===== config.mk =====
export PLATFORM = sky130hd
export DESIGN_NAME = barrel_core
export DESIGN_NICKNAME = d
export VERILOG_FILES = /design/src/rtl/barrel_core_pkg.sv /design/src/rtl/barrel_core.sv /design/src/rtl/core_au.sv /design/src/rtl/core_fetch.sv /design/src/rtl/core_ls.sv /design/src/rtl/core_regfile.sv
export VERILOG_INCLUDE_DIRS = /design/src /design/src/rtl
export SDC_FILE = /design/constraint.sdc
export NUM_CORES = 2
export LEC_CHECK = 0
export BUFFER_PORTS_ARGS = -buffer_cell sky130_fd_sc_hd__clkbuf_2
export CORE_AREA = 3 3 263 523
export DETAILED_ROUTE_END_ITERATION = 8
export DIE_AREA = 0 0 266 526
export MAX_ROUTING_LAYER = met4
export PLACE_DENSITY = 0.68
export SLEW_MARGIN = 10
export SYNTH_ARGS = -nofsm -noshare
export SYNTH_HDL_FRONTEND = slang
export SYNTH_SLANG_ARGS = --single-unit

===== constraint.sdc =====
create_clock -name CLK -period 7.1 [get_ports CLK]
set_input_delay 0 -clock CLK [delete_from_list [all_inputs] [get_ports CLK]]
set_output_delay 0 -clock CLK [all_outputs]
set_load 0.01 [all_outputs]

===== src/rtl/barrel_core_defines.svh =====
// Barrel core sizing macros
`ifndef BARREL_CORE_DEFINES_SVH
`define BARREL_CORE_DEFINES_SVH

// Hardware threads that issue in fixed rotation
`define BC_SLICES 4

// Registers held for each slice
`define BC_REGS 8

// Program counter bits per slice
`define BC_PC_W 6

// Instruction address with the slice number above the program counter
`define BC_IADDR_W 8

`endif


===== src/rtl/barrel_core_pkg.sv =====
// Barrel core shared types
package barrel_core_pkg;

`include "barrel_core_defines.svh"

  typedef logic [31:0] word_t;
  typedef logic [$clog2(`BC_SLICES)-1:0] slice_t;
  typedef logic [$clog2(`BC_REGS)-1:0] reg_sel_t;
  typedef logic [`BC_IADDR_W-1:0] iaddr_t;

  // Upper half of the instruction word
  typedef enum logic [3:0] {
    au_nop  = 4'd0,
    au_add  = 4'd1,
    au_sub  = 4'd2,
    au_and  = 4'd3,
    au_or   = 4'd4,
    au_xor  = 4'd5,
    au_shl  = 4'd6,
    au_ldi  = 4'd7,
    au_halt = 4'd8
  } au_opcode_t;

  // Lower half of the instruction word
  typedef enum logic [1:0] {
    ls_nop   = 2'd0,
    ls_load  = 2'd1,
    ls_store = 2'd2
  } ls_opcode_t;

  typedef enum logic [1:0] {
    f_reset = 2'd0,
    f_run   = 2'd1,
    f_done  = 2'd2
  } fetch_state_t;

endpackage


===== src/rtl/barrel_core.sv =====
// Barrel threaded core top level
`timescale 1ns/1ns

module barrel_core (
  input  logic                    CLK,
  input  logic                    reset,
  output logic                    ics,
  output barrel_core_pkg::iaddr_t iaddr,
  input  barrel_core_pkg::word_t  idata,
  output logic                    dcs,
  output logic                    dwr,
  output barrel_core_pkg::word_t  daddr,
  output barrel_core_pkg::word_t  dout,
  input  barrel_core_pkg::word_t  din,
  output logic                    done
);

  barrel_core_pkg::slice_t     dec_slice;
  logic                        au_op_vld;
  barrel_core_pkg::au_opcode_t au_opcode;
  barrel_core_pkg::reg_sel_t   au_rd;
  barrel_core_pkg::reg_sel_t   au_ra_sel;
  barrel_core_pkg::reg_sel_t   au_rb_sel;
  logic [7:0]                  au_imm;
  logic                        ls_op_vld;
  barrel_core_pkg::ls_opcode_t ls_opcode;
  barrel_core_pkg::reg_sel_t   ls_data_sel;
  barrel_core_pkg::reg_sel_t   ls_ptr_sel;
  logic [7:0]                  ls_offset;

  barrel_core_pkg::word_t      au_ra;
  barrel_core_pkg::word_t      au_rb;
  barrel_core_pkg::word_t      ls_ptr;
  barrel_core_pkg::word_t      ls_store;

  logic                        au_wr_vld;
  barrel_core_pkg::slice_t     au_wr_slice;
  barrel_core_pkg::reg_sel_t   au_wr_sel;
  barrel_core_pkg::word_t      au_wr_data;

  logic                        ld_vld;
  barrel_core_pkg::slice_t     ld_slice;
  barrel_core_pkg::reg_sel_t   ld_sel;
  barrel_core_pkg::word_t      ld_data;

  core_fetch core_fetch_i (
    .CLK(CLK),
    .reset(reset),
    .ics(ics),
    .iaddr(iaddr),
    .idata(idata),
    .dec_slice(dec_slice),
    .au_op_vld(au_op_vld),
    .au_opcode(au_opcode),
    .au_rd(au_rd),
    .au_ra_sel(au_ra_sel),
    .au_rb_sel(au_rb_sel),
    .au_imm(au_imm),
    .ls_op_vld(ls_op_vld),
    .ls_opcode(ls_opcode),
    .ls_data_sel(ls_data_sel),
    .ls_ptr_sel(ls_ptr_sel),
    .ls_offset(ls_offset),
    .done(done)
  );

  core_au core_au_i (
    .CLK(CLK),
    .reset(reset),
    .dec_slice(dec_slice),
    .au_op_vld(au_op_vld),
    .au_opcode(au_opcode),
    .au_rd(au_rd),
    .au_imm(au_imm),
    .au_ra(au_ra),
    .au_rb(au_rb),
    .au_wr_vld(au_wr_vld),
    .au_wr_slice(au_wr_slice),
    .au_wr_sel(au_wr_sel),
    .au_wr_data(au_wr_data)
  );

  core_ls core_ls_i (
    .CLK(CLK),
    .reset(reset),
    .dec_slice(dec_slice),
    .ls_op_vld(ls_op_vld),
    .ls_opcode(ls_opcode),
    .ls_data_sel(ls_data_sel),
    .ls_offset(ls_offset),
    .ls_ptr(ls_ptr),
    .ls_store(ls_store),
    .dcs(dcs),
    .dwr(dwr),
    .daddr(daddr),
    .dout(dout),
    .din(din),
    .ld_vld(ld_vld),
    .ld_slice(ld_slice),
    .ld_sel(ld_sel),
    .ld_data(ld_data)
  );

  core_regfile core_regfile_i (
    .CLK(CLK),
    .reset(reset),
    .dec_slice(dec_slice),
    .au_ra_sel(au_ra_sel),
    .au_ra(au_ra),
    .au_rb_sel(au_rb_sel),
    .au_rb(au_rb),
    .ls_ptr_sel(ls_ptr_sel),
    .ls_ptr(ls_ptr),
    .ls_data_sel(ls_data_sel),
    .ls_store(ls_store),
    .au_wr_vld(au_wr_vld),
    .au_wr_slice(au_wr_slice),
    .au_wr_sel(au_wr_sel),
    .au_wr_data(au_wr_data),
    .ld_vld(ld_vld),
    .ld_slice(ld_slice),
    .ld_sel(ld_sel),
    .ld_data(ld_data)
  );

endmodule


===== src/rtl/core_au.sv =====
// Arithmetic unit
`timescale 1ns/1ns

module core_au (
  input  logic                        CLK,
  input  logic                        reset,
  input  barrel_core_pkg::slice_t     dec_slice,
  input  logic                        au_op_vld,
  input  barrel_core_pkg::au_opcode_t au_opcode,
  input  barrel_core_pkg::reg_sel_t   au_rd,
  input  logic [7:0]                  au_imm,
  input  barrel_core_pkg::word_t      au_ra,
  input  barrel_core_pkg::word_t      au_rb,
  output logic                        au_wr_vld,
  output barrel_core_pkg::slice_t     au_wr_slice,
  output barrel_core_pkg::reg_sel_t   au_wr_sel,
  output barrel_core_pkg::word_t      au_wr_data
);

  barrel_core_pkg::word_t result;
  logic                   writes_reg;

  always_comb begin
    writes_reg = 1'b1;
    case (au_opcode)
      barrel_core_pkg::au_add: result = au_ra + au_rb;
      barrel_core_pkg::au_sub: result = au_ra - au_rb;
      barrel_core_pkg::au_and: result = au_ra & au_rb;
      barrel_core_pkg::au_or:  result = au_ra | au_rb;
      barrel_core_pkg::au_xor: result = au_ra ^ au_rb;
      barrel_core_pkg::au_shl: result = au_ra << au_rb[4:0];
      barrel_core_pkg::au_ldi: result = {24'd0, au_imm};
      default: begin
        // Nop, halt and unused codes leave the register file alone
        result     = '0;
        writes_reg = 1'b0;
      end
    endcase
  end

  always_ff @(posedge CLK) begin
    if (reset) begin
      au_wr_vld <= 1'b0;
    end else begin
      au_wr_vld <= au_op_vld && writes_reg;
    end
  end

  always_ff @(posedge CLK) begin
    au_wr_slice <= dec_slice;
    au_wr_sel   <= au_rd;
    au_wr_data  <= result;
  end

endmodule


===== src/rtl/core_fetch.sv =====
// Fetch and decode unit
`timescale 1ns/1ns
`include "barrel_core_defines.svh"

module core_fetch (
  input  logic                        CLK,
  input  logic                        reset,
  output logic                        ics,
  output barrel_core_pkg::iaddr_t     iaddr,
  input  barrel_core_pkg::word_t      idata,
  output barrel_core_pkg::slice_t     dec_slice,
  output logic                        au_op_vld,
  output barrel_core_pkg::au_opcode_t au_opcode,
  output barrel_core_pkg::reg_sel_t   au_rd,
  output barrel_core_pkg::reg_sel_t   au_ra_sel,
  output barrel_core_pkg::reg_sel_t   au_rb_sel,
  output logic [7:0]                  au_imm,
  output logic                        ls_op_vld,
  output barrel_core_pkg::ls_opcode_t ls_opcode,
  output barrel_core_pkg::reg_sel_t   ls_data_sel,
  output barrel_core_pkg::reg_sel_t   ls_ptr_sel,
  output logic [7:0]                  ls_offset,
  output logic                        done
);

  barrel_core_pkg::fetch_state_t state;
  barrel_core_pkg::slice_t       slice_cnt;
  logic [`BC_PC_W-1:0]           pc [`BC_SLICES];
  logic [`BC_SLICES-1:0]         halted;
  logic                          dec_vld;
  logic [1:0]                    drain_cnt;
  logic                          all_halted;

  assign all_halted = &halted;

  // A halted slice keeps its turn in the rotation but issues nothing
  assign ics   = (state == barrel_core_pkg::f_run) && !halted[slice_cnt];
  assign iaddr = {slice_cnt, pc[slice_cnt]};
  assign done  = (state == barrel_core_pkg::f_done);

  always_ff @(posedge CLK) begin
    if (reset) begin
      state     <= barrel_core_pkg::f_reset;
      slice_cnt <= '0;
      halted    <= '0;
      dec_vld   <= 1'b0;
      dec_slice <= '0;
      drain_cnt <= '0;
      for (int i = 0; i < `BC_SLICES; i++) begin
        pc[i] <= '0;
      end
    end else begin
      dec_vld   <= ics;
      dec_slice <= slice_cnt;

      if (ics) begin
        pc[slice_cnt] <= pc[slice_cnt] + 1'b1;
      end

      if (dec_vld && (au_opcode == barrel_core_pkg::au_halt)) begin
        halted[dec_slice] <= 1'b1;
      end

      case (state)
        barrel_core_pkg::f_reset: begin
          state <= barrel_core_pkg::f_run;
        end
        barrel_core_pkg::f_run: begin
          slice_cnt <= slice_cnt + 1'b1;
          // Let the last loads and register writes drain before signalling done
          if (all_halted) begin
            drain_cnt <= drain_cnt + 1'b1;
            if (drain_cnt == 2'd1) begin
              state <= barrel_core_pkg::f_done;
            end
          end
        end
        default: begin
          state <= barrel_core_pkg::f_done;
        end
      endcase
    end
  end

  // The instruction word arrives one cycle after ics and is decoded in place
  assign au_opcode   = barrel_core_pkg::au_opcode_t'(idata[31:28]);
  assign au_rd       = idata[27:25];
  assign au_ra_sel   = idata[24:22];
  assign au_rb_sel   = idata[21:19];
  assign au_imm      = idata[24:17];
  assign ls_opcode   = barrel_core_pkg::ls_opcode_t'(idata[15:14]);
  assign ls_data_sel = idata[13:11];
  assign ls_ptr_sel  = idata[10:8];
  assign ls_offset   = idata[7:0];

  assign au_op_vld = dec_vld && (au_opcode != barrel_core_pkg::au_nop);
  assign ls_op_vld = dec_vld && (ls_opcode != barrel_core_pkg::ls_nop);

endmodule


===== src/rtl/core_ls.sv =====
// Load and store unit
`timescale 1ns/1ns

module core_ls (
  input  logic                        CLK,
  input  logic                        reset,
  input  barrel_core_pkg::slice_t     dec_slice,
  input  logic                        ls_op_vld,
  input  barrel_core_pkg::ls_opcode_t ls_opcode,
  input  barrel_core_pkg::reg_sel_t   ls_data_sel,
  input  logic [7:0]                  ls_offset,
  input  barrel_core_pkg::word_t      ls_ptr,
  input  barrel_core_pkg::word_t      ls_store,
  output logic                        dcs,
  output logic                        dwr,
  output barrel_core_pkg::word_t      daddr,
  output barrel_core_pkg::word_t      dout,
  input  barrel_core_pkg::word_t      din,
  output logic                        ld_vld,
  output barrel_core_pkg::slice_t     ld_slice,
  output barrel_core_pkg::reg_sel_t   ld_sel,
  output barrel_core_pkg::word_t      ld_data
);

  logic is_load;
  logic is_store;

  assign is_load  = ls_op_vld && (ls_opcode == barrel_core_pkg::ls_load);
  assign is_store = ls_op_vld && (ls_opcode == barrel_core_pkg::ls_store);

  // Offset counts words, so it is scaled by four
  assign daddr = ls_ptr + {22'd0, ls_offset, 2'b00};
  assign dout  = ls_store;
  assign dcs   = is_load || is_store;
  assign dwr   = is_store;

  always_ff @(posedge CLK) begin
    if (reset) begin
      ld_vld <= 1'b0;
    end else begin
      ld_vld <= is_load;
    end
  end

  // Target of the outstanding load is kept until din returns next cycle
  always_ff @(posedge CLK) begin
    ld_slice <= dec_slice;
    ld_sel   <= ls_data_sel;
  end

  assign ld_data = din;

endmodule


===== src/rtl/core_regfile.sv =====
// Shared register file
`timescale 1ns/1ns
`include "barrel_core_defines.svh"

module core_regfile (
  input  logic                      CLK,
  input  logic                      reset,
  input  barrel_core_pkg::slice_t   dec_slice,
  input  barrel_core_pkg::reg_sel_t au_ra_sel,
  output barrel_core_pkg::word_t    au_ra,
  input  barrel_core_pkg::reg_sel_t au_rb_sel,
  output barrel_core_pkg::word_t    au_rb,
  input  barrel_core_pkg::reg_sel_t ls_ptr_sel,
  output barrel_core_pkg::word_t    ls_ptr,
  input  barrel_core_pkg::reg_sel_t ls_data_sel,
  output barrel_core_pkg::word_t    ls_store,
  input  logic                      au_wr_vld,
  input  barrel_core_pkg::slice_t   au_wr_slice,
  input  barrel_core_pkg::reg_sel_t au_wr_sel,
  input  barrel_core_pkg::word_t    au_wr_data,
  input  logic                      ld_vld,
  input  barrel_core_pkg::slice_t   ld_slice,
  input  barrel_core_pkg::reg_sel_t ld_sel,
  input  barrel_core_pkg::word_t    ld_data
);

  barrel_core_pkg::word_t regs [`BC_SLICES][`BC_REGS];

  // All four read ports serve the slice currently in decode
  assign au_ra    = regs[dec_slice][au_ra_sel];
  assign au_rb    = regs[dec_slice][au_rb_sel];
  assign ls_ptr   = regs[dec_slice][ls_ptr_sel];
  assign ls_store = regs[dec_slice][ls_data_sel];

  always_ff @(posedge CLK) begin
    if (reset) begin
      for (int s = 0; s < `BC_SLICES; s++) begin
        for (int r = 0; r < `BC_REGS; r++) begin
          regs[s][r] <= '0;
        end
      end
    end else begin
      if (au_wr_vld) begin
        regs[au_wr_slice][au_wr_sel] <= au_wr_data;
      end
      // Load comes last, so it wins when both ports hit one register
      if (ld_vld) begin
        regs[ld_slice][ld_sel] <= ld_data;
      end
    end
  end

endmodule


Yosys cells after proc, flatten, opt, wreduce, memory -nomap -nowiden
Memories as Yosys holds them, arrays and structs flattened. A register that Yosys moved wholly into a read port is not among the register bits.
Cells that the tools add are included.

operators by class
  bitwise operators = 266
  reduce and logical (&&, ||, !) cells = 21
  shifts and indexed selects = 1
  add/subtract/negate cells = 6
  order comparisons = 11
  div/mod/pow operators = 0
  multipliers = 0
  equality and inequality tests = 15
  multiplexer cells = 301

operators with widths
  operator                                                                       count
  256-bit 2-to-1 mux                                                             4
  32-bit binary-select mux with 3-bit select                                     4
  32-bit 2-to-1 mux                                                              10
  1-bit 2-to-1 mux                                                               269
  1-bit bitwise OR                                                               256
  256-bit OR reduction                                                           1
  32-bit one-hot mux with 7 select lines                                         1
  32-bit demux with 3-bit select                                                 2
  32-bit by 10-bit adder with 32-bit output                                      1
  32-bit adder                                                                   1
  32-bit AND                                                                     1
  32-bit bitwise OR                                                              1
  32-bit by 5-bit << shifter with 32-bit output                                  1
  32-bit subtractor                                                              1
  32-bit XOR                                                                     1
  4-bit greater-or-equal comparator (second input constant)                      6
  3-bit NOT with 4-bit output                                                    6
  4-bit by 3-bit equality test with 1-bit output (second input constant)         4
  2-bit 2-to-1 mux                                                               7
  1-bit logical AND                                                              10
  4-bit by 2-bit equality test with 1-bit output (second input constant)         2
  4-bit by 1-bit less-than comparator with 1-bit output (second input constant)  2
  7-bit OR reduction                                                             1
  6-bit by 1-bit adder with 6-bit output (second input constant)                 1
  other kinds (23)                                                               28

storage, ports and cells
  input port bits = 66
  word-level logic and storage cells = 635
  output and inout bits = 76
  memories kept = 2
  bits in read-only memories = 0
  register bits = 55
  RAM bits = 1048
  bits in latches = 0

memories
  memory               depth  width  rd ports  clocked after Yosys merged registers in  write ports  line                text
  core_regfile_i.regs  4      256    1         1                                        4            core_regfile.sv:27  barrel_core_pkg::word_t regs [`BC_SLICES][`BC_REGS];
  core_fetch_i.pc      4      6      1         1                                        4            core_fetch.sv:28    logic [`BC_PC_W-1:0] pc [`BC_SLICES];

Logic depth before layout (Yosys ltp)
  depth after elaboration = 9
  depth in mapped cells = 30
  depth with buffers taken out = 22

Cells and area by module
Synthesis repeated with hierarchy kept, for this count alone.

second synthesis, totals
  cell total of the unflattened synthesis = 5994
  area total of the unflattened synthesis = 77629.5 um2

by module, submodules not included
  module        instances  area each (um2)  sequential area each (um2)  cells an instance
  core_regfile  1          67393.4          30749.5                     4754
  core_au       1          6757.7           760.7                       870
  core_fetch    1          2034.5           1021.0                      186
  core_ls       1          1443.9           120.1                       184

Worst setup path after synthesis
OpenSTA, ideal clock, no wires.

  kind = register -> register
  from = register core_fetch_i.dec_slice[0] (netlist name)
  to = register core_au_i.au_wr_data[31]
  path slack = 1.259 ns
  arrival = 5.722 ns
  library setup time = 0.120 ns
  required time = 6.980 ns
  stages on the path, launching flop included = 28
  period minus slack after synthesis = 5.841 ns
  buffers on the path = 6
  cells stage by stage = dfxtp_1 buf_6 buf_12 buf_12 buf_6 mux4_2 mux2i_1 nand2_1 o2111ai_2 clkbuf_1 clkbuf_1 ha_1 nand2_1 nor2_1 a21oi_1 a21oi_1 xnor2_1 ha_1 a21oi_1 nor2b_1 o21ai_0 nand2b_1 a22oi_1 nand2_1 or3_2 a221oi_1 xnor2_1 a211o_1

RTL lines
  element               line           text
  to (signal assigned)  core_au.sv:52  au_wr_data <= result;
  to (decl)             core_au.sv:17  output barrel_core_pkg::word_t au_wr_data

==> reports/metrics.csv <==
metric;value;unit
synthCells;5266;
cts_buffers;96;
place_area;0.0695;sq mm
wl_per_cell;44.8;um
worst_slew_pin_slew;1.52;ns
overflow;0;
setup_violations;0;
finalWeightedCongestion;1.02;
grt_start_max_net_pins;71;
htreeDepth;3;
grt_usage;47.2;%
nets;5500;
switchingPower;5.80;mW
synth_compound_area_share;5.86;%
synth_largest_area_cell;edfxtp_1;
finalCritPeriodShare;97.5;%
swShare;32.9;%
hpwl;199;mm
start_util;49.7;%
synth_top_family_by_area;multiplexers;
synth_area_leaders;edfxtp_1 (47%), mux4_2 (15%), mux2i_1 (9.0%), nor2_1 (6.7%), mux2_2 (2.2%);
drt-pass1-iter-count;9;
timing.final.ws_setup;0.176;ns
async_flop_share;0;%
slew_headroom;-1.67;%
synth_mux_area_share;27.3;%
crit_end;core_au_i.au_wr_data[30];
synth_area;0.0667;sq mm
vias;54007;
rsz0062_at_grt;no;
p_int;11.8;mW
finalSetupTns;0;ns
synth_top_area_share;47.2;%
startpoint;core_fetch_i.dec_slice[0];
ys_warn_count;0;
drt.antenna.violating_nets;0;
synth_common_cells;nor2_1 (1186), edfxtp_1 (1048), mux2i_1 (601), mux4_2 (441), clkbuf_1 (256);
placed_cells;6902;
portBuffers;140;
cts_hold_buf;47;
arrival;7.60;ns
synth_nets;5447;
ys_types;95;
root_buffer;clkbuf_16;
antenna_found_initial;36;
dieArea;0.140;sq mm
post-synth-top-count-cell;nor2_1;
clockPowerShare;32.5;%
ctsResizeCount;0;
clock.fmax;144;MHz
start_kind;flip-flop;
status;finished with violations;
violations;max-capacitance violations, max-slew violations;
drc;0;
min_path_cells;5;
final_cells;7178;
rows;190;
drt-initial-drc-count;9416;
max_cap_viol_count;1;
r2r-start;core_fetch_i.dec_slice[0];
final_area;0.0734;sq mm
coreArea;0.134;sq mm
clock_skew;0.0486;ns
p_leak;26.5;nW
ios;142;
insertion_delay;0.78;ns
via_per_inst;7.52;
crit_path_end_kind;flip-flop;
cp_max_fo;36;
die_x;266;um
r2r_cells;17;
hold_path.class;input port to flip-flop;
synthAdderAreaFrac;2.18;%
pre_cts_ws;0.533;ns
grt_pass1_wl;432;mm
clk_path_buf_depth;3;
clk_pin_slew;0.08;ns
ys.flop_type;edfxtp_1;
area_growth_syn_to_layout;10.1;%
drt_wl_total;322;mm
synth_edf_count;1048;
r2r-end;core_au_i.au_wr_data[30];
post-route-min-period;6.92;ns
yosysSeqAreaShare;48.9;%
utilization;54.8;%
avgSynthCellArea;12.7;sq um
cts_setup_buffers;0;
path_class;flip-flop to flip-flop;
cts_tree;yes;
yosys.area_share.simple;10.4;%
synthXorXnorAreaFrac;1.25;%
synth_seq_cells;1105;
hold_viol;0;
power_frac_seq;43.5;%
final_max_slew_viol_count;7;
rrSetupSlack;0.18;ns
worst_ep_required_time;7.77;ns
p_per_area;240;mW/mm^2
die_y;526;um
grt_pass1_vias;53279;
pwr-share-comb;24.0;%
ir_worst_vdd;0.194;mV
cts_sinks;1105;
drive_gt1_share;22.6;%
## critical path, stage by stage (launching register included)
cell	delay, ns
dfxtp_4	0.86
buf_4	0.67
and2_2	0.71
a21oi_1	0.14
nand3_1	0.37
o2111a_1	0.73
inv_2	0.17
fa_1	0.46
a21o_1	0.18
a21oi_1	0.36
o21bai_1	0.18
a31oi_1	0.39
o21ai_0	0.27
a41o_1	0.29
a211o_1	0.31
a21oi_1	0.17
xnor2_1	0.11
a211o_1	0.30
## cells in the final DEF, fill, tap and decap left out, types with 31 or more instances in the layout
cell type	netlist	routed
a21oi_1	94	94
a221oi_1	31	31
a22oi_1	110	110
buf_4	37	214
clkbuf_16	0	96
clkbuf_2	1	133
dfxtp_1	57	54
diode_2	0	49
dlygate4sd3_1	0	47
edfxtp_1	1048	1048
ha_1	113	113
inv_1	84	83
mux2_2	128	128
mux2i_1	601	600
mux4_2	441	441
nand2_1	177	109
nand2_4	0	45
nand3_1	46	46
nor2_1	1186	1184
o21ai_0	74	74
o22ai_1	78	78
xnor2_1	66	66
## per-stage QoR
step / power (mW) / hold slack (ns)
3_5_place_dp: 11.7 / 0.107
3_3_place_gp: 11.7 / 0.119
4_1_cts: 17.3 / 0.0500
2_1_floorplan: 10.1 / 0.0277
5_1_grt: 17.9 / 0.124
6_report: 17.6 / 0.102
## flip-flops by register name, indices dropped and copies added, names as in the netlist, 2 cells and up, named ones only
register	count
core_fetch_i.pc	24
core_au_i.au_wr_data	32
core_regfile_i.regs	1024
core_ls_i.ld_sel	3
core_fetch_i.halted	4
core_au_i.au_wr_sel	3
core_fetch_i.state	2
core_fetch_i.slice_cnt	2
core_fetch_i.drain_cnt	2
core_ls_i.ld_slice	2
core_fetch_i.dec_slice	2
## how the worst min path moves through the flow
stage	slack, ns	to	startpoint
final	0.10	core_fetch_i.halted[0]	idata[28]
after global routing	0.12	core_ls_i.ld_vld	idata[14]
after CTS	0.05	core_regfile_i.regs[1][48]	din[16]
after detailed placement	0.11	core_au_i.au_wr_sel[0]	idata[25]
after global placement	0.12	core_au_i.au_wr_sel[0]	idata[25]
after floorplan	0.03	core_au_i.au_wr_sel[0]	idata[25]
## logic make-up (layout without fill, tap and decap cells)
| family | count (synthesis) | after routing |
|---|---|---|
| multiplexers | 1203 | 1203 |
| other | 0 | 49 |
| adder cells (fa/ha/maj) | 115 | 115 |
| buffers and inverters | 544 | 679 |
| XOR/XNOR | 94 | 94 |
| AND/OR/NAND/NOR | 1640 | 1640 |
| flip-flops | 1105 | 1105 |
| AO/OA/AOI/OAI | 565 | 565 |
## layer usage
layer  up-vias  global-route usage (%)  wire length (um)
li1      20152                       -                 -
met1     26314                    46.8             88800
met2      5384                    68.3            141000
met3      2157                    18.5             46800
met4         0                    48.7             45300
met5         -                       -                 0
## cell type report
class | instances | area, sq um
diodes | 49 | 123
clock buffers | 110 | 2450
clock inverters | 70 | 841
fillers | 11199 | 60700
inverters | 92 | 349
multi-input cells | 3617 | 31900
flip-flops and latches | 1105 | 32600
well taps | 1728 | 2160
repair buffers | 407 | 3000
## power groups by stage
stage	sequential, mW	clock (mW)	combinational, mW
after floorplan	7.57	0	2.53
after global placement	7.78	0	3.90
after detailed placement	7.80	0	3.94
after CTS	7.65	5.65	3.99
after global routing	7.69	5.89	4.32
final	7.68	5.73	4.23
No activity file was read; power rests on OpenSTA's default activity.
